**src/hdl/memMapPkg.sv**
```systemverilog
// Widths, address map, ANTIC and POKEY register offsets, ANTIC update codes
// CPU bus, address union and register bank types
`default_nettype none

package memMapPkg;

  localparam int DataW    = 8;
  localparam int AddrW    = 16;
  localparam int RamAddrW = 14;

  // Region limits
  localparam logic [AddrW-1:0] RamTop  = 16'h4000; // Below is work RAM
  localparam logic [AddrW-1:0] CartTop = 16'hC000; // Cartridge up to here, registers above

  localparam logic [7:0] AnticPage = 8'hD4;
  localparam logic [7:0] PokeyPage = 8'hE8;

  // ANTIC offsets
  localparam logic [7:0] AnticDmactl = 8'h00;
  localparam logic [7:0] AnticChactl = 8'h01;
  localparam logic [7:0] AnticDlistl = 8'h02;
  localparam logic [7:0] AnticDlisth = 8'h03;
  localparam logic [7:0] AnticHscrol = 8'h04;
  localparam logic [7:0] AnticVscrol = 8'h05;
  localparam logic [7:0] AnticPmbase = 8'h07;
  localparam logic [7:0] AnticChbase = 8'h09;
  localparam logic [7:0] AnticWsync  = 8'h0A;
  localparam logic [7:0] AnticVcount = 8'h0B; // Read only
  localparam logic [7:0] AnticPenh   = 8'h0C; // Read only
  localparam logic [7:0] AnticPenv   = 8'h0D; // Read only
  localparam logic [7:0] AnticNmien  = 8'h0E;
  localparam logic [7:0] AnticNmist  = 8'h0F;

  // POKEY offsets, reads share the same numbers
  localparam logic [7:0] PokeyAudf1  = 8'h00;
  localparam logic [7:0] PokeyAudc1  = 8'h01;
  localparam logic [7:0] PokeyAudf2  = 8'h02;
  localparam logic [7:0] PokeyAudc2  = 8'h03;
  localparam logic [7:0] PokeyAudf3  = 8'h04;
  localparam logic [7:0] PokeyAudc3  = 8'h05;
  localparam logic [7:0] PokeyAudf4  = 8'h06;
  localparam logic [7:0] PokeyAudc4  = 8'h07;
  localparam logic [7:0] PokeyAudctl = 8'h08;
  localparam logic [7:0] PokeyStimer = 8'h09; // Strobe only
  localparam logic [7:0] PokeySkrest = 8'h0A;
  localparam logic [7:0] PokeyPotgo  = 8'h0B; // Strobe only
  localparam logic [7:0] PokeySerout = 8'h0D;
  localparam logic [7:0] PokeyIrqen  = 8'h0E;
  localparam logic [7:0] PokeySkctl  = 8'h0F;

  localparam int StrobeCycles = 8;
  localparam int NumStrobes   = 2;
  localparam int StrobePotgo  = 0;
  localparam int StrobeStimer = 1;

  // ANTIC side update codes
  localparam logic [2:0] AnticNone   = 3'd0;
  localparam logic [2:0] AnticDlL    = 3'd1;
  localparam logic [2:0] AnticDlLH   = 3'd2;
  localparam logic [2:0] AnticDlLNmi = 3'd4;
  localparam logic [2:0] AnticDlAll  = 3'd5;
  localparam logic [2:0] AnticNmi    = 3'd6;

  // Flat for region decode, page and offset for register decode
  typedef union packed {
    logic [AddrW-1:0] raw;
    struct packed {
      logic [7:0] page;
      logic [7:0] offset;
    } split;
  } cpuAddrT;

  typedef struct packed {
    cpuAddrT          addr;
    logic             write;
    logic [DataW-1:0] wrData;
  } cpuBusT;

  typedef struct packed {
    logic [2:0] update;
    logic [7:0] dlistl;
    logic [7:0] dlisth;
    logic [7:0] nmist;
    logic [7:0] vcount;
    logic [7:0] penh;
    logic [7:0] penv;
  } anticChipT;

  typedef struct packed {
    logic [7:0] dmactl;
    logic [7:0] chactl;
    logic [7:0] dlistl;
    logic [7:0] dlisth;
    logic [7:0] hscrol;
    logic [7:0] vscrol;
    logic [7:0] pmbase;
    logic [7:0] chbase;
    logic [7:0] wsync;
    logic [7:0] nmien;
    logic [7:0] nmist;
  } anticRegsT;

  typedef struct packed {
    logic [7:0] pot0;
    logic [7:0] pot1;
    logic [7:0] pot2;
    logic [7:0] pot3;
    logic [7:0] pot4;
    logic [7:0] pot5;
    logic [7:0] pot6;
    logic [7:0] pot7;
    logic [7:0] allpot;
    logic [7:0] kbcode;
    logic [7:0] random;
    logic [7:0] serin;
    logic [7:0] irqst;
    logic [7:0] skstat;
  } pokeyInT;

  typedef struct packed {
    logic [7:0] audf1;
    logic [7:0] audc1;
    logic [7:0] audf2;
    logic [7:0] audc2;
    logic [7:0] audf3;
    logic [7:0] audc3;
    logic [7:0] audf4;
    logic [7:0] audc4;
    logic [7:0] audctl;
    logic [7:0] skrest;
    logic [7:0] serout;
    logic [7:0] irqen;
    logic [7:0] skctl;
  } pokeyRegsT;

endpackage

`default_nettype wire

```
**src/hdl/anticRegs.sv**
```systemverilog
// ANTIC register bank with CPU writes, chip-side updates and read-back
`default_nettype none
`timescale 1ns/1ps

module anticRegs (
  input  wire logic                        Fclk,
  input  wire logic                        rst,
  input  wire memMapPkg::cpuBusT           cpu,
  input  wire logic                        regWrite,
  input  wire memMapPkg::anticChipT        chip,
  output memMapPkg::anticRegsT             regs,
  output logic [memMapPkg::DataW-1:0]      rdData
);
  import memMapPkg::*;

  logic       onPage;
  logic       cpuWr;
  logic [7:0] offset;
  logic       ldDlL;   // Chip loads DLISTL
  logic       ldDlH;   // Chip loads DLISTH
  logic       ldNmi;   // Chip loads NMIST
  logic [7:0] vcount;
  logic [7:0] penh;
  logic [7:0] penv;

  assign onPage = cpu.addr.split.page == AnticPage;
  assign offset = cpu.addr.split.offset;
  assign cpuWr  = regWrite && onPage;

  // Update code to load flags
  always_comb begin
    case (chip.update)
      AnticNone:   {ldDlL, ldDlH, ldNmi} = 3'b000;
      AnticDlL:    {ldDlL, ldDlH, ldNmi} = 3'b100;
      AnticDlLH:   {ldDlL, ldDlH, ldNmi} = 3'b110;
      AnticDlLNmi: {ldDlL, ldDlH, ldNmi} = 3'b101;
      AnticDlAll:  {ldDlL, ldDlH, ldNmi} = 3'b111;
      AnticNmi:    {ldDlL, ldDlH, ldNmi} = 3'b001;
      default:     {ldDlL, ldDlH, ldNmi} = 3'b000; // Spare codes
    endcase
  end

  always_ff @(posedge Fclk or posedge rst) begin
    if (rst) begin
      regs   <= '0;
      vcount <= '0;
      penh   <= '0;
      penv   <= '0;
    end else begin
      vcount <= chip.vcount; // Sampled every cycle
      penh   <= chip.penh;
      penv   <= chip.penv;
      if (ldDlL) regs.dlistl <= chip.dlistl;
      if (ldDlH) regs.dlisth <= chip.dlisth;
      if (ldNmi) regs.nmist  <= chip.nmist;
      // CPU write comes last so it wins over the chip
      if (cpuWr) begin
        case (offset)
          AnticDmactl: regs.dmactl <= cpu.wrData;
          AnticChactl: regs.chactl <= cpu.wrData;
          AnticDlistl: regs.dlistl <= cpu.wrData;
          AnticDlisth: regs.dlisth <= cpu.wrData;
          AnticHscrol: regs.hscrol <= cpu.wrData;
          AnticVscrol: regs.vscrol <= cpu.wrData;
          AnticPmbase: regs.pmbase <= cpu.wrData;
          AnticChbase: regs.chbase <= cpu.wrData;
          AnticWsync:  regs.wsync  <= cpu.wrData;
          AnticNmien:  regs.nmien  <= cpu.wrData;
          AnticNmist:  regs.nmist  <= cpu.wrData;
          default: ;  // Read-only or unused offset
        endcase
      end
    end
  end

  // Read-back, zero off page
  always_comb begin
    rdData = '0;
    if (onPage) begin
      case (offset)
        AnticDmactl: rdData = regs.dmactl;
        AnticChactl: rdData = regs.chactl;
        AnticDlistl: rdData = regs.dlistl;
        AnticDlisth: rdData = regs.dlisth;
        AnticHscrol: rdData = regs.hscrol;
        AnticVscrol: rdData = regs.vscrol;
        AnticPmbase: rdData = regs.pmbase;
        AnticChbase: rdData = regs.chbase;
        AnticWsync:  rdData = regs.wsync;
        AnticVcount: rdData = vcount;
        AnticPenh:   rdData = penh;
        AnticPenv:   rdData = penv;
        AnticNmien:  rdData = regs.nmien;
        AnticNmist:  rdData = regs.nmist;
        default:     rdData = '0;
      endcase
    end
  end

endmodule

`default_nettype wire

```
**config.mk**
```make
export PLATFORM = sky130hd
export DESIGN_NAME = anticRegs
export DESIGN_NICKNAME = d
export VERILOG_FILES = /design/src/hdl/memMapPkg.sv /design/src/hdl/anticRegs.sv
export SDC_FILE = /design/constraint.sdc
export NUM_CORES = 1
export LEC_CHECK = 0
export BUFFER_PORTS_ARGS = -buffer_cell sky130_fd_sc_hd__buf_2
export CAP_MARGIN = 20
export CORE_UTILIZATION = 40
export DETAILED_ROUTE_END_ITERATION = 8
export PLACE_DENSITY_LB_ADDON = 0.1
export SLEW_MARGIN = 25
export SYNTH_ARGS = -nofsm -noshare
export SYNTH_HDL_FRONTEND = slang
export SYNTH_SLANG_ARGS = --single-unit
```
**constraint.sdc**
```tcl
create_clock -name Fclk -period 3.95 [get_ports Fclk]
set_input_delay 0.395 -clock Fclk [delete_from_list [all_inputs] [get_ports Fclk]]
set_output_delay 0.395 -clock Fclk [all_outputs]
set_load 0.02 [all_outputs]
```
# After elaboration in Yosys (flattened, before gate mapping)

Index checks and enable logic that the tools add are counted.

Bits in latches: 0
Bits in writable memories: 0
ROM bits: 0
Memories: 0
Bits in registers: 112
Logic and storage cells: 64

$lt $le $gt $ge: 0
Multiplexer cells: 18
Bitwise operators: 0
Shift-type cells: 0
Divide/modulo/power cells: 0
Reduce and logical (&&, ||, !) cells: 13
Equal/unequal tests: 19
Multipliers: 0
Add/sub/neg operators: 0

Operators by type and width:

| cell                                           | number |
|---|---|
| case mux 8 bit (14 select lines)               | 1 |
| 2-to-1 mux 8 bit                               | 13 |
| 2-to-1 mux 72 bit                              | 1 |
| == test 8 x 4 -> 1 bit (second input constant) | 7 |
| == test 8 x 3 -> 1 bit (second input constant) | 3 |
| == test 8 x 2 -> 1 bit (second input constant) | 2 |
| AND reduction 2 bit                            | 8 |
| == test 3 bit (second input constant)          | 3 |
| == test 8 x 1 -> 1 bit (second input constant) | 1 |
| == test 8 bit (second input constant)          | 1 |
| logical NOT 8 bit                              | 1 |
| OR reduction 4 bit                             | 1 |
| == test 3 x 1 -> 1 bit (second input constant) | 1 |
| == test 3 x 2 -> 1 bit (second input constant) | 1 |
| 2-to-1 mux 1 bit                               | 3 |
| OR reduction 3 bit                             | 1 |
| OR reduction 2 bit                             | 1 |
| logical AND 1 bit                              | 1 |

# Logic depth before layout (Yosys ltp)

Gate-level depths: netlist of run 1.

Depth in word-level cells: 6
Depth in mapped cells: 7

# Worst setup path before layout of run 1

No wires, ideal clock.

Path kind: in2out
From: input cpu[14] (netlist bit)
To: output rdData[1] (netlist bit)
Path buffers: 1
Path slack: 1,533 ps
Arrival: 2,022 ps
Required time: 3,555 ps
Stages: 5
Path through: or4_4 buf_6 nor4_1 a21oi_1 a41oi_1

Word-level cells in the longest chain between the ends: 3
Elaborated cells on any way between the ends: 16
Those cells by class: eq/ne (13); mux (2); reduce/logical (1)

Ends and longest elaborated chain:

| element                                        | RTL line        | RTL |
|---|---|---|
| start: declaration                             | anticRegs.sv:8  | `input wire memMapPkg::cpuBusT cpu,` |
| == test 8 x 4 -> 1 bit (tied with other cells) | anticRegs.sv:80 | `case (offset)` |
| case mux 8 bit (14 select lines) (*)           | anticRegs.sv:80 |  |
| 2-to-1 mux 8 bit (*)                           | anticRegs.sv:79 | `if (onPage) begin` |
| end: declaration                               | anticRegs.sv:12 | `output logic [memMapPkg::DataW-1:0] rdData` |

Every way passes the cells marked *; elsewhere a longest branch is shown, timed or not.

# Worst setup path in the final report of run 1

From: input cpu[12] (netlist bit)
To: output rdData[7] (netlist bit)

Same word-level chain as after synthesis.

==> impl_metrics.json, run 1 <==
{
  "outcome": "finished clean",
  "port_buffers": 173,
  "layout-drive-gt1-share_pct": 56.1,
  "async_flop_share_pct": 100,
  "hp-class": "input port to asynchronous set/reset pin",
  "fin_nets": 676,
  "yosys.cell_types.count": 55,
  "fin_tns_setup_ns": 0,
  "maxSlewHeadroom_pct": 32.1,
  "wl_per_cell_microns": 22.1,
  "ir_drop_uv": 177,
  "rsz0062_at_grt": "false",
  "cap_violations": 0,
  "core_area_sq_um": 13500,
  "fin_ws_ns": 0.943,
  "grt_max_degree": 46,
  "synth_edf_count": 0,
  "clk_pin_slew_ns": 0.07,
  "hold_viol": 0,
  "synth_top_area_cell": "dfrtp_1",
  "htree_levels": 3,
  "drv_slew": 0,
  "clock-sinks": 112,
  "reg2reg_from": "regs[63]",
  "netlist_top_cells_area": "dfrtp_1 50%, mux2_2 24%, mux2i_1 2.9%",
  "ioPinCount": 175,
  "antenna_found_initial": 0,
  "grt_pass1_vias": 4302,
  "synth.avg_cell_area_sq_um": 12.8,
  "synth_area_sq_um": 5620,
  "wl_met2_microns": 8160,
  "max-clock-path-buffers": 2,
  "cp_max_fo": 45,
  "antennaDiodeCount": 0,
  "postRouteAntennaNets": 0,
  "grt_pass1_wl_microns": 26000,
  "gp_congestion": 0.800,
  "synthMuxAreaShare_pct": 27.7,
  "post_cts_buffers": 0,
  "yosysMostFrequentCell": "mux2_2",
  "syn2layout_area_growth_pct": 23.3,
  "dpl.hpwl_microns": 12400,
  "die_area_sq_um": 14500,
  "synth_nets": 518,
  "r2r-end": "regs[63]",
  "clock-root-buffer": "clkbuf_16",
  "synth_top_family_by_area": "multiplexers",
  "start_kind": "input port",
  "finalSetupViolations": 0,
  "fp.dieW_microns": 121,
  "vias": 4355,
  "cts_hold_buf": 0,
  "routed_wl_microns": 17200,
  "drtPass1Iterations": 4,
  "synth_cells": 439,
  "preCtsSetupSlack_ns": 0.995,
  "clock_insertion_delay_worst_skew_ns": 0.36,
  "fin_crit_ns": 3.01,
  "ys_top_cells_by_count": "118 x mux2_2, 112 x dfrtp_1, 16 x mux2i_1",
  "grt.total_usage_pct": 24.6,
  "clock.fmax_mhz": 333,
  "drt-met1-wl_microns": 7720,
  "p_leak_nw": 3.40,
  "power_density_nw_per_um2": 368,
  "cts_resized": 0,
  "cts_tree": "done",
  "ys.flop_type": "dfrtp_1",
  "ys_ff_latch": 112,
  "wl_met3_microns": 1080,
  "reg2reg_slack_ns": 2.88,
  "synthAdderAreaFrac_pct": 0,
  "start_util_pct": 41.8,
  "drc": 0,
  "die_y_microns": 121,
  "synth_xor_area_share_pct": 0.156,
  "yosys.area_share.simple_pct": 12.0,
  "critPathCaptureType": "output pin",
  "yosys_warnings": 0,
  "synth_top_area_share_pct": 49.9,
  "finClkSkew_ns": 0,
  "synth_compound_area_share_pct": 7.50,
  "cp_data_arrival_time_ns": 2.61,
  "period_share_pct": 76.1,
  "ys_seq_area_share_pct": 49.9,
  "reg2reg_depth": 2,
  "top_layer": "met4",
  "tightest_slew_ns": 1.02,
  "rows": 42,
  "worstSetupPathType": "input port to output pin",
  "cp.required_ns": 3.56,
  "drt_iter0_markers": 323,
  "overflow": 0,
  "cts_made_buffers": 9,
  "viasPerCell": 5.60
}
## sequential cells by signal, summed over array words and instances (netlist names)
register and count:
regs 88, penh 8, penv 8, vcount 8
## report_power, final
group          leakage, nW  switching [W]  internal (W)
logic                 1.79       0.000212      0.000150
registers             1.46      0.0000380       0.00120
clock network        0.148       0.000428      0.000525
total                 3.40       0.000678       0.00187
## placed cells by master (no fill, tap or decap), types with 8 or more instances in the layout
cell	n
nor2_1	12
nand3_1	11
a31oi_1	9
mux2i_1	16
clkbuf_16	9
and3_1	9
mux2_2	118
buf_2	173
a21oi_1	8
dfrtp_1	112
## critical path: stages
cell and delay [ns]:
buf_2 0.75, inv_1 0.26, a2111oi_0 0.51, o21ai_0 0.17, a31oi_1 0.27, buf_2 0.22
## cells by family (layout without fill, tap and decap cells)
group / after synthesis / after routing
AO/OA/AOI/OAI: 59 / 59
XOR/XNOR: 1 / 1
buffers and inverters: 37 / 200
flip-flops: 112 / 112
multiplexers: 137 / 137
AND/OR/NAND/NOR: 93 / 93
## cell type report
cell class                      instances  area [sq um]
Clock buffer                           11           253
Clock inverter                          5          55.1
Fill cell                            1264          6530
Inverter                                4          17.5
Multi-Input combinational cell        290          2660
Sequential cell                       112          2800
Tap cell                              176           220
Timing Repair Buffer                  180           918
## worst max-delay path by stage
| stage | from | endpoint | depth (start not counted) |
|---|---|---|---|
| CTS | cpu[12] | rdData[7] | 6 |
| finish | cpu[12] | rdData[7] | 6 |
| global route | cpu[12] | rdData[7] | 6 |
| detailed placement | cpu[12] | rdData[7] | 6 |
| floorplan | rst | penh[0] | 1 |
| global placement | cpu[12] | rdData[7] | 6 |
## routing by layer
metal / track usage (%) / vias up
met3: 4.67 / 15
li1: - / 1976
met4: 7.41 / 0
met5: 0 / -
met1: 34.7 / 2205
met2: 38.4 / 159
## through the flow
stage / cells / utilization, % / instance area (sq um) / hold WS [ns] / total power, W
floorplan: 439 / - / 5620 / 0.426 / 0.00147
global placement: 762 / 49.2 / 6620 / 0.427 / 0.00161
detailed placement: 762 / 49.2 / 6620 / 0.433 / 0.00162
CTS: 778 / 51.5 / 6930 / 0.0543 / 0.00257
global route: 778 / 51.5 / 6930 / 0.0700 / 0.00265
finish: 778 / 51.5 / 6930 / 0.0406 / 0.00255
(Power assumes the default switching activity.)
==> run 2: changes to the inputs <==
==> constraint.sdc (replaced) <==
create_clock -name Fclk -period 3.07 [get_ports Fclk]
set_input_delay 0.307 -clock Fclk [delete_from_list [all_inputs] [get_ports Fclk]]
set_output_delay 0.307 -clock Fclk [all_outputs]
set_load 0.02 [all_outputs]
==> impl_metrics.json, run 2 (synthesis results as in run 1) <==
{
  "clock.fmax_mhz": 386,
  "clock-root-buffer": "clkbuf_16",
  "grt_pass1_wl_microns": 26200,
  "largest_reg_flops": 88,
  "maxSlewHeadroom_pct": 43.4,
  "cp_data_arrival_time_ns": 2.28,
  "cap_violations": 0,
  "outcome": "finished clean",
  "cts_resized": 0,
  "fin_nets": 687,
  "start_util_pct": 41.8,
  "port_buffers": 173,
  "tightest_slew_ns": 0.847,
  "cp_cell_sequence": "buf_2, buf_4, mux2_2, a211oi_1, o32a_2, a31oi_1, buf_2",
  "rows": 42,
  "power_density_nw_per_um2": 475,
  "power_w": 0.00335,
  "critical-path-max-stage-delay_ns": 0.48,
  "finalSetupViolations": 0,
  "die_y_microns": 121,
  "fillerInstances": 1235,
  "regMostFlops": "regs",
  "drc": 0,
  "p_leak_nw": 3.48,
  "ir_drop_uv": 225,
  "syn2layout_area_growth_pct": 25.6,
  "clk_pin_slew_ns": 0.07,
  "hold_viol": 0,
  "grt.total_usage_pct": 24.7,
  "layout-drive-gt1-share_pct": 57.1,
  "drt_iter0_markers": 178,
  "antenna_found_initial": 0,
  "gp_congestion": 0.855,
  "preCtsSetupSlack_ns": 0.516,
  "fp.dieW_microns": 121,
  "wl_per_cell_microns": 21.7,
  "crit_family": "buffers and inverters",
  "clock_insertion_delay_worst_skew_ns": 0.36,
  "critPathMostFrequentCell": "buf_2",
  "cp.required_ns": 2.76,
  "ioPinCount": 175,
  "htree_levels": 3,
  "viasPerCell": 5.56,
  "regArea_sq_um": 2800,
  "post_cts_buffers": 0,
  "drv_slew": 0,
  "grt_pass1_vias": 4333,
  "period_share_pct": 84.3,
  "mostFrequentLayoutCell": "buf_2",
  "max-clock-path-buffers": 2,
  "start_kind": "input port",
  "critPathBufInv": 3,
  "grt_max_degree": 43,
  "drtPass1Iterations": 4,
  "multi_input_area_sq_um": 2670,
  "worstSetupPathType": "input port to output pin",
  "final_util_pct": 52.5,
  "rsz0062_at_grt": "false",
  "antennaDiodeCount": 0,
  "finClkSkew_ns": 0,
  "fin_tns_setup_ns": 0,
  "critPathCaptureType": "output pin",
  "core_area_sq_um": 13500,
  "die_area_sq_um": 14500,
  "cts_tree": "done",
  "fin_ws_ns": 0.481,
  "dpl.hpwl_microns": 12700,
  "postRouteAntennaNets": 0,
  "cp_max_fo": 27,
  "cts_made_buffers": 9,
  "vias": 4388,
  "cts_hold_buf": 0,
  "fin_crit_ns": 2.59,
  "slowest_stage": "buf_2",
  "layout_common_cells": "173 x buf_2, 118 x mux2_2, 112 x dfrtp_1",
  "clock-sinks": 112,
  "overflow": 0,
  "routed_wl_microns": 17100,
  "hp-class": "input port to flop"
}
[run 2: cell types whose count changed in the layout (fill, tap and decap cells not counted)]
cell,delta
clkinv_2,+1
xnor2_2,+1
bufinv_16,+1
buf_4,+9
buf_12,+2
clkbuf_8,-1
xnor2_1,-1
inv_4,-1
[run 2: layout make-up]
type,count,share of cell area [%]
inverters,4,0.266
flip-flops and latches,112,39.7
well taps,176,3.12
clock inverters,6,1.17
clock buffers,10,3.39
repair buffers,191,14.5
multi-input cells,290,37.8
[run 2: path summary, 6_finish.rpt]
path | startpoint | end | slack, ns | depth (start not counted)
max | cpu[12] | rdData[0] | 0.48 | 7
min | chip[8] | penh[0] | 0.05 | 1
min reg2reg | regs[81] | regs[81] | 0.53 | 1
min in group asynchronous | rst | regs[5] | 0.09 | 2
max reg2reg | regs[63] | regs[63] | 2.01 | 2
max in group asynchronous | rst | regs[54] | 2.29 | 3
[run 2: metrics by stage]
| step | std cells | area [sq um] | hold WS [ns] |
|---|---|---|---|
| final | 789 | 7060 | 0.0490 |
| after floorplan | 439 | 5620 | 0.338 |
| after CTS | 789 | 7060 | 0.0359 |
| after global routing | 789 | 7060 | 0.0371 |
| after global placement | 773 | 6730 | 0.415 |
| after detailed placement | 773 | 6740 | 0.416 |
[run 2: layer usage]
metal | part of all wire [%] | GRT usage (%) | vias to the layer above | wire [microns]
met4 | 1.6 | 9.10 | 0 | 270
met1 | 44 | 34.3 | 2226 | 7560
met2 | 48 | 39.0 | 153 | 8250
met3 | 6.1 | 4.01 | 17 | 1050
li1 | - | - | 1992 | -
met5 | 0 | 0 | - | 0
[run 2: where the power goes]
part | switching [W] | internal (W) | total, W
clock network | 0.000557 | 0.000734 | 0.00129
registers | 0.0000481 | 0.00154 | 0.00159
logic | 0.000273 | 0.000200 | 0.000473
==> run 3: changes to the inputs <==
==> constraint.sdc (replaced) <==
create_clock -name Fclk -period 2.6 [get_ports Fclk]
set_input_delay 0.26 -clock Fclk [delete_from_list [all_inputs] [get_ports Fclk]]
set_output_delay 0.26 -clock Fclk [all_outputs]
set_load 0.02 [all_outputs]
==> impl_metrics.json, run 3 (synthesis results as in run 1) <==
{
  "wl_per_cell_microns": 21.0,
  "rsz0062_at_grt": "false",
  "crit_family": "simple AND/OR/NAND/NOR gates",
  "placed_cell_area_sq_um": 6840,
  "critPathCaptureType": "output pin",
  "clock_insertion_delay_worst_skew_ns": 0.36,
  "die_area_sq_um": 14500,
  "cp.required_ns": 2.34,
  "ir_drop_uv": 285,
  "core_area_sq_um": 13500,
  "outcome": "finished clean",
  "slowest_stage": "or4_4",
  "layout-drive-gt1-share_pct": 57.2,
  "start_util_pct": 41.8,
  "cts_tree": "done",
  "critPathBufInv": 2,
  "rows": 42,
  "hold_viol": 0,
  "maxSlewHeadroom_pct": 57.5,
  "cp_cell_sequence": "buf_2, or4_4, nor4_1, a21oi_1, a41oi_1, buf_2",
  "syn2layout_area_growth_pct": 29.2,
  "grt_max_degree": 113,
  "clock.fmax_mhz": 409,
  "viasPerCell": 5.44,
  "vias": 4411,
  "critical-path-max-stage-delay_ns": 0.66,
  "htree_levels": 3,
  "clock-sinks": 112,
  "start_kind": "input port",
  "stdcell_area_sq_um": 7260,
  "layout_common_cells": "173 x buf_2, 118 x mux2_2, 112 x dfrtp_1",
  "overflow": 0,
  "dpl.hpwl_microns": 12700,
  "mostFrequentLayoutCell": "buf_2",
  "cp_data_arrival_time_ns": 2.18,
  "largest_reg_flops": 88,
  "clock-root-buffer": "clkbuf_16",
  "worstSetupPathType": "input port to output pin",
  "fin_crit_ns": 2.44,
  "die_y_microns": 121,
  "antenna_found_initial": 0,
  "cp_max_fo": 11,
  "postRouteAntennaNets": 0,
  "cts_made_buffers": 9,
  "max-clock-path-buffers": 2,
  "finClkSkew_ns": 0,
  "p_leak_nw": 3.58,
  "grt.total_usage_pct": 24.4,
  "routed_wl_microns": 17000,
  "grt_pass1_wl_microns": 25900,
  "cap_violations": 0,
  "hp-class": "input port to flop",
  "drc": 0,
  "port_buffers": 173,
  "fin_nets": 709,
  "multi_input_area_sq_um": 2670,
  "tightest_slew_ns": 0.634,
  "ioPinCount": 175,
  "regMostFlops": "regs",
  "gp_congestion": 0.912,
  "fp.dieW_microns": 121,
  "power_density_nw_per_um2": 555,
  "critPathMostFrequentCell": "buf_2",
  "clk_pin_slew_ns": 0.07,
  "period_share_pct": 94.0,
  "drt_iter0_markers": 270,
  "fin_tns_setup_ns": 0,
  "regArea_sq_um": 2800,
  "drtPass1Iterations": 4,
  "fillerInstances": 1256,
  "grt_pass1_vias": 4339,
  "finalSetupViolations": 0,
  "antennaDiodeCount": 0,
  "drv_slew": 0
}
## run 3: changes by cell type in the layout (fill, tap and decap cells not counted), sizes merged
cell	change
dlygate4sd3	+8
bufinv	+1
buf	+14
clkinv	-1
## run 3: report_power, final
part           switching, W  total [W]  internal [W]
registers         0.0000570    0.00188       0.00182
clock network      0.000637    0.00158      0.000939
logic              0.000324   0.000575      0.000251
## run 3: metal layers
layer  vias to the layer above  track usage, %  wire (microns)
met2                       129            40.2            8370
met4                         0            6.94             194
met1                      2239            33.1            7560
met3                        11            4.01             873
li1                       2032               -               -
met5                         -               0               0
## run 3: what timing repair did
item	CTS	global route
hold endpoints to repair	8	0
buffers inserted	0	0
gates resized for setup	0	0
endpoints found under the setup margin	0	0
hold buffers	8	0
## run 3: path summary, 6_finish.rpt
check / depth (start not counted) / startpoint / end / slack, ns
worst min-delay path: 1 / chip[0] / penv[0] / 0.008
min in group asynchronous: 3 / rst / regs[6] / 0.07
worst max-delay path: 6 / cpu[14] / rdData[2] / 0.16
max in group asynchronous: 3 / rst / penh[4] / 2.09
worst min register to register: 1 / regs[82] / regs[82] / 0.53
worst max register to register: 2 / regs[63] / regs[63] / 1.52
## run 3: cell type report
cell class,count,share of cell area (%)
clock buffer,10,3.15
clock inverter,6,1.48
inverter,4,0.259
multi-input combinational,290,36.8
sequential,112,38.6
tap,176,3.03
timing repair buffer,213,16.7
## run 3: stage by stage
step | instances | utilization [%] | hold WS [ns] | total power, W | setup slack [ns]
detailed placement | 787 | 50.9 | 0.369 | 0.00248 | 0.216
finish | 811 | 54.0 | 0.00798 | 0.00403 | 0.157
CTS | 811 | 54.0 | 0.00130 | 0.00406 | 0.183
global placement | 787 | 50.8 | 0.368 | 0.00247 | 0.217
floorplan | 439 | - | 0.291 | 0.00224 | 0.453
global route | 811 | 54.0 | 0.00275 | 0.00418 | 0.0142
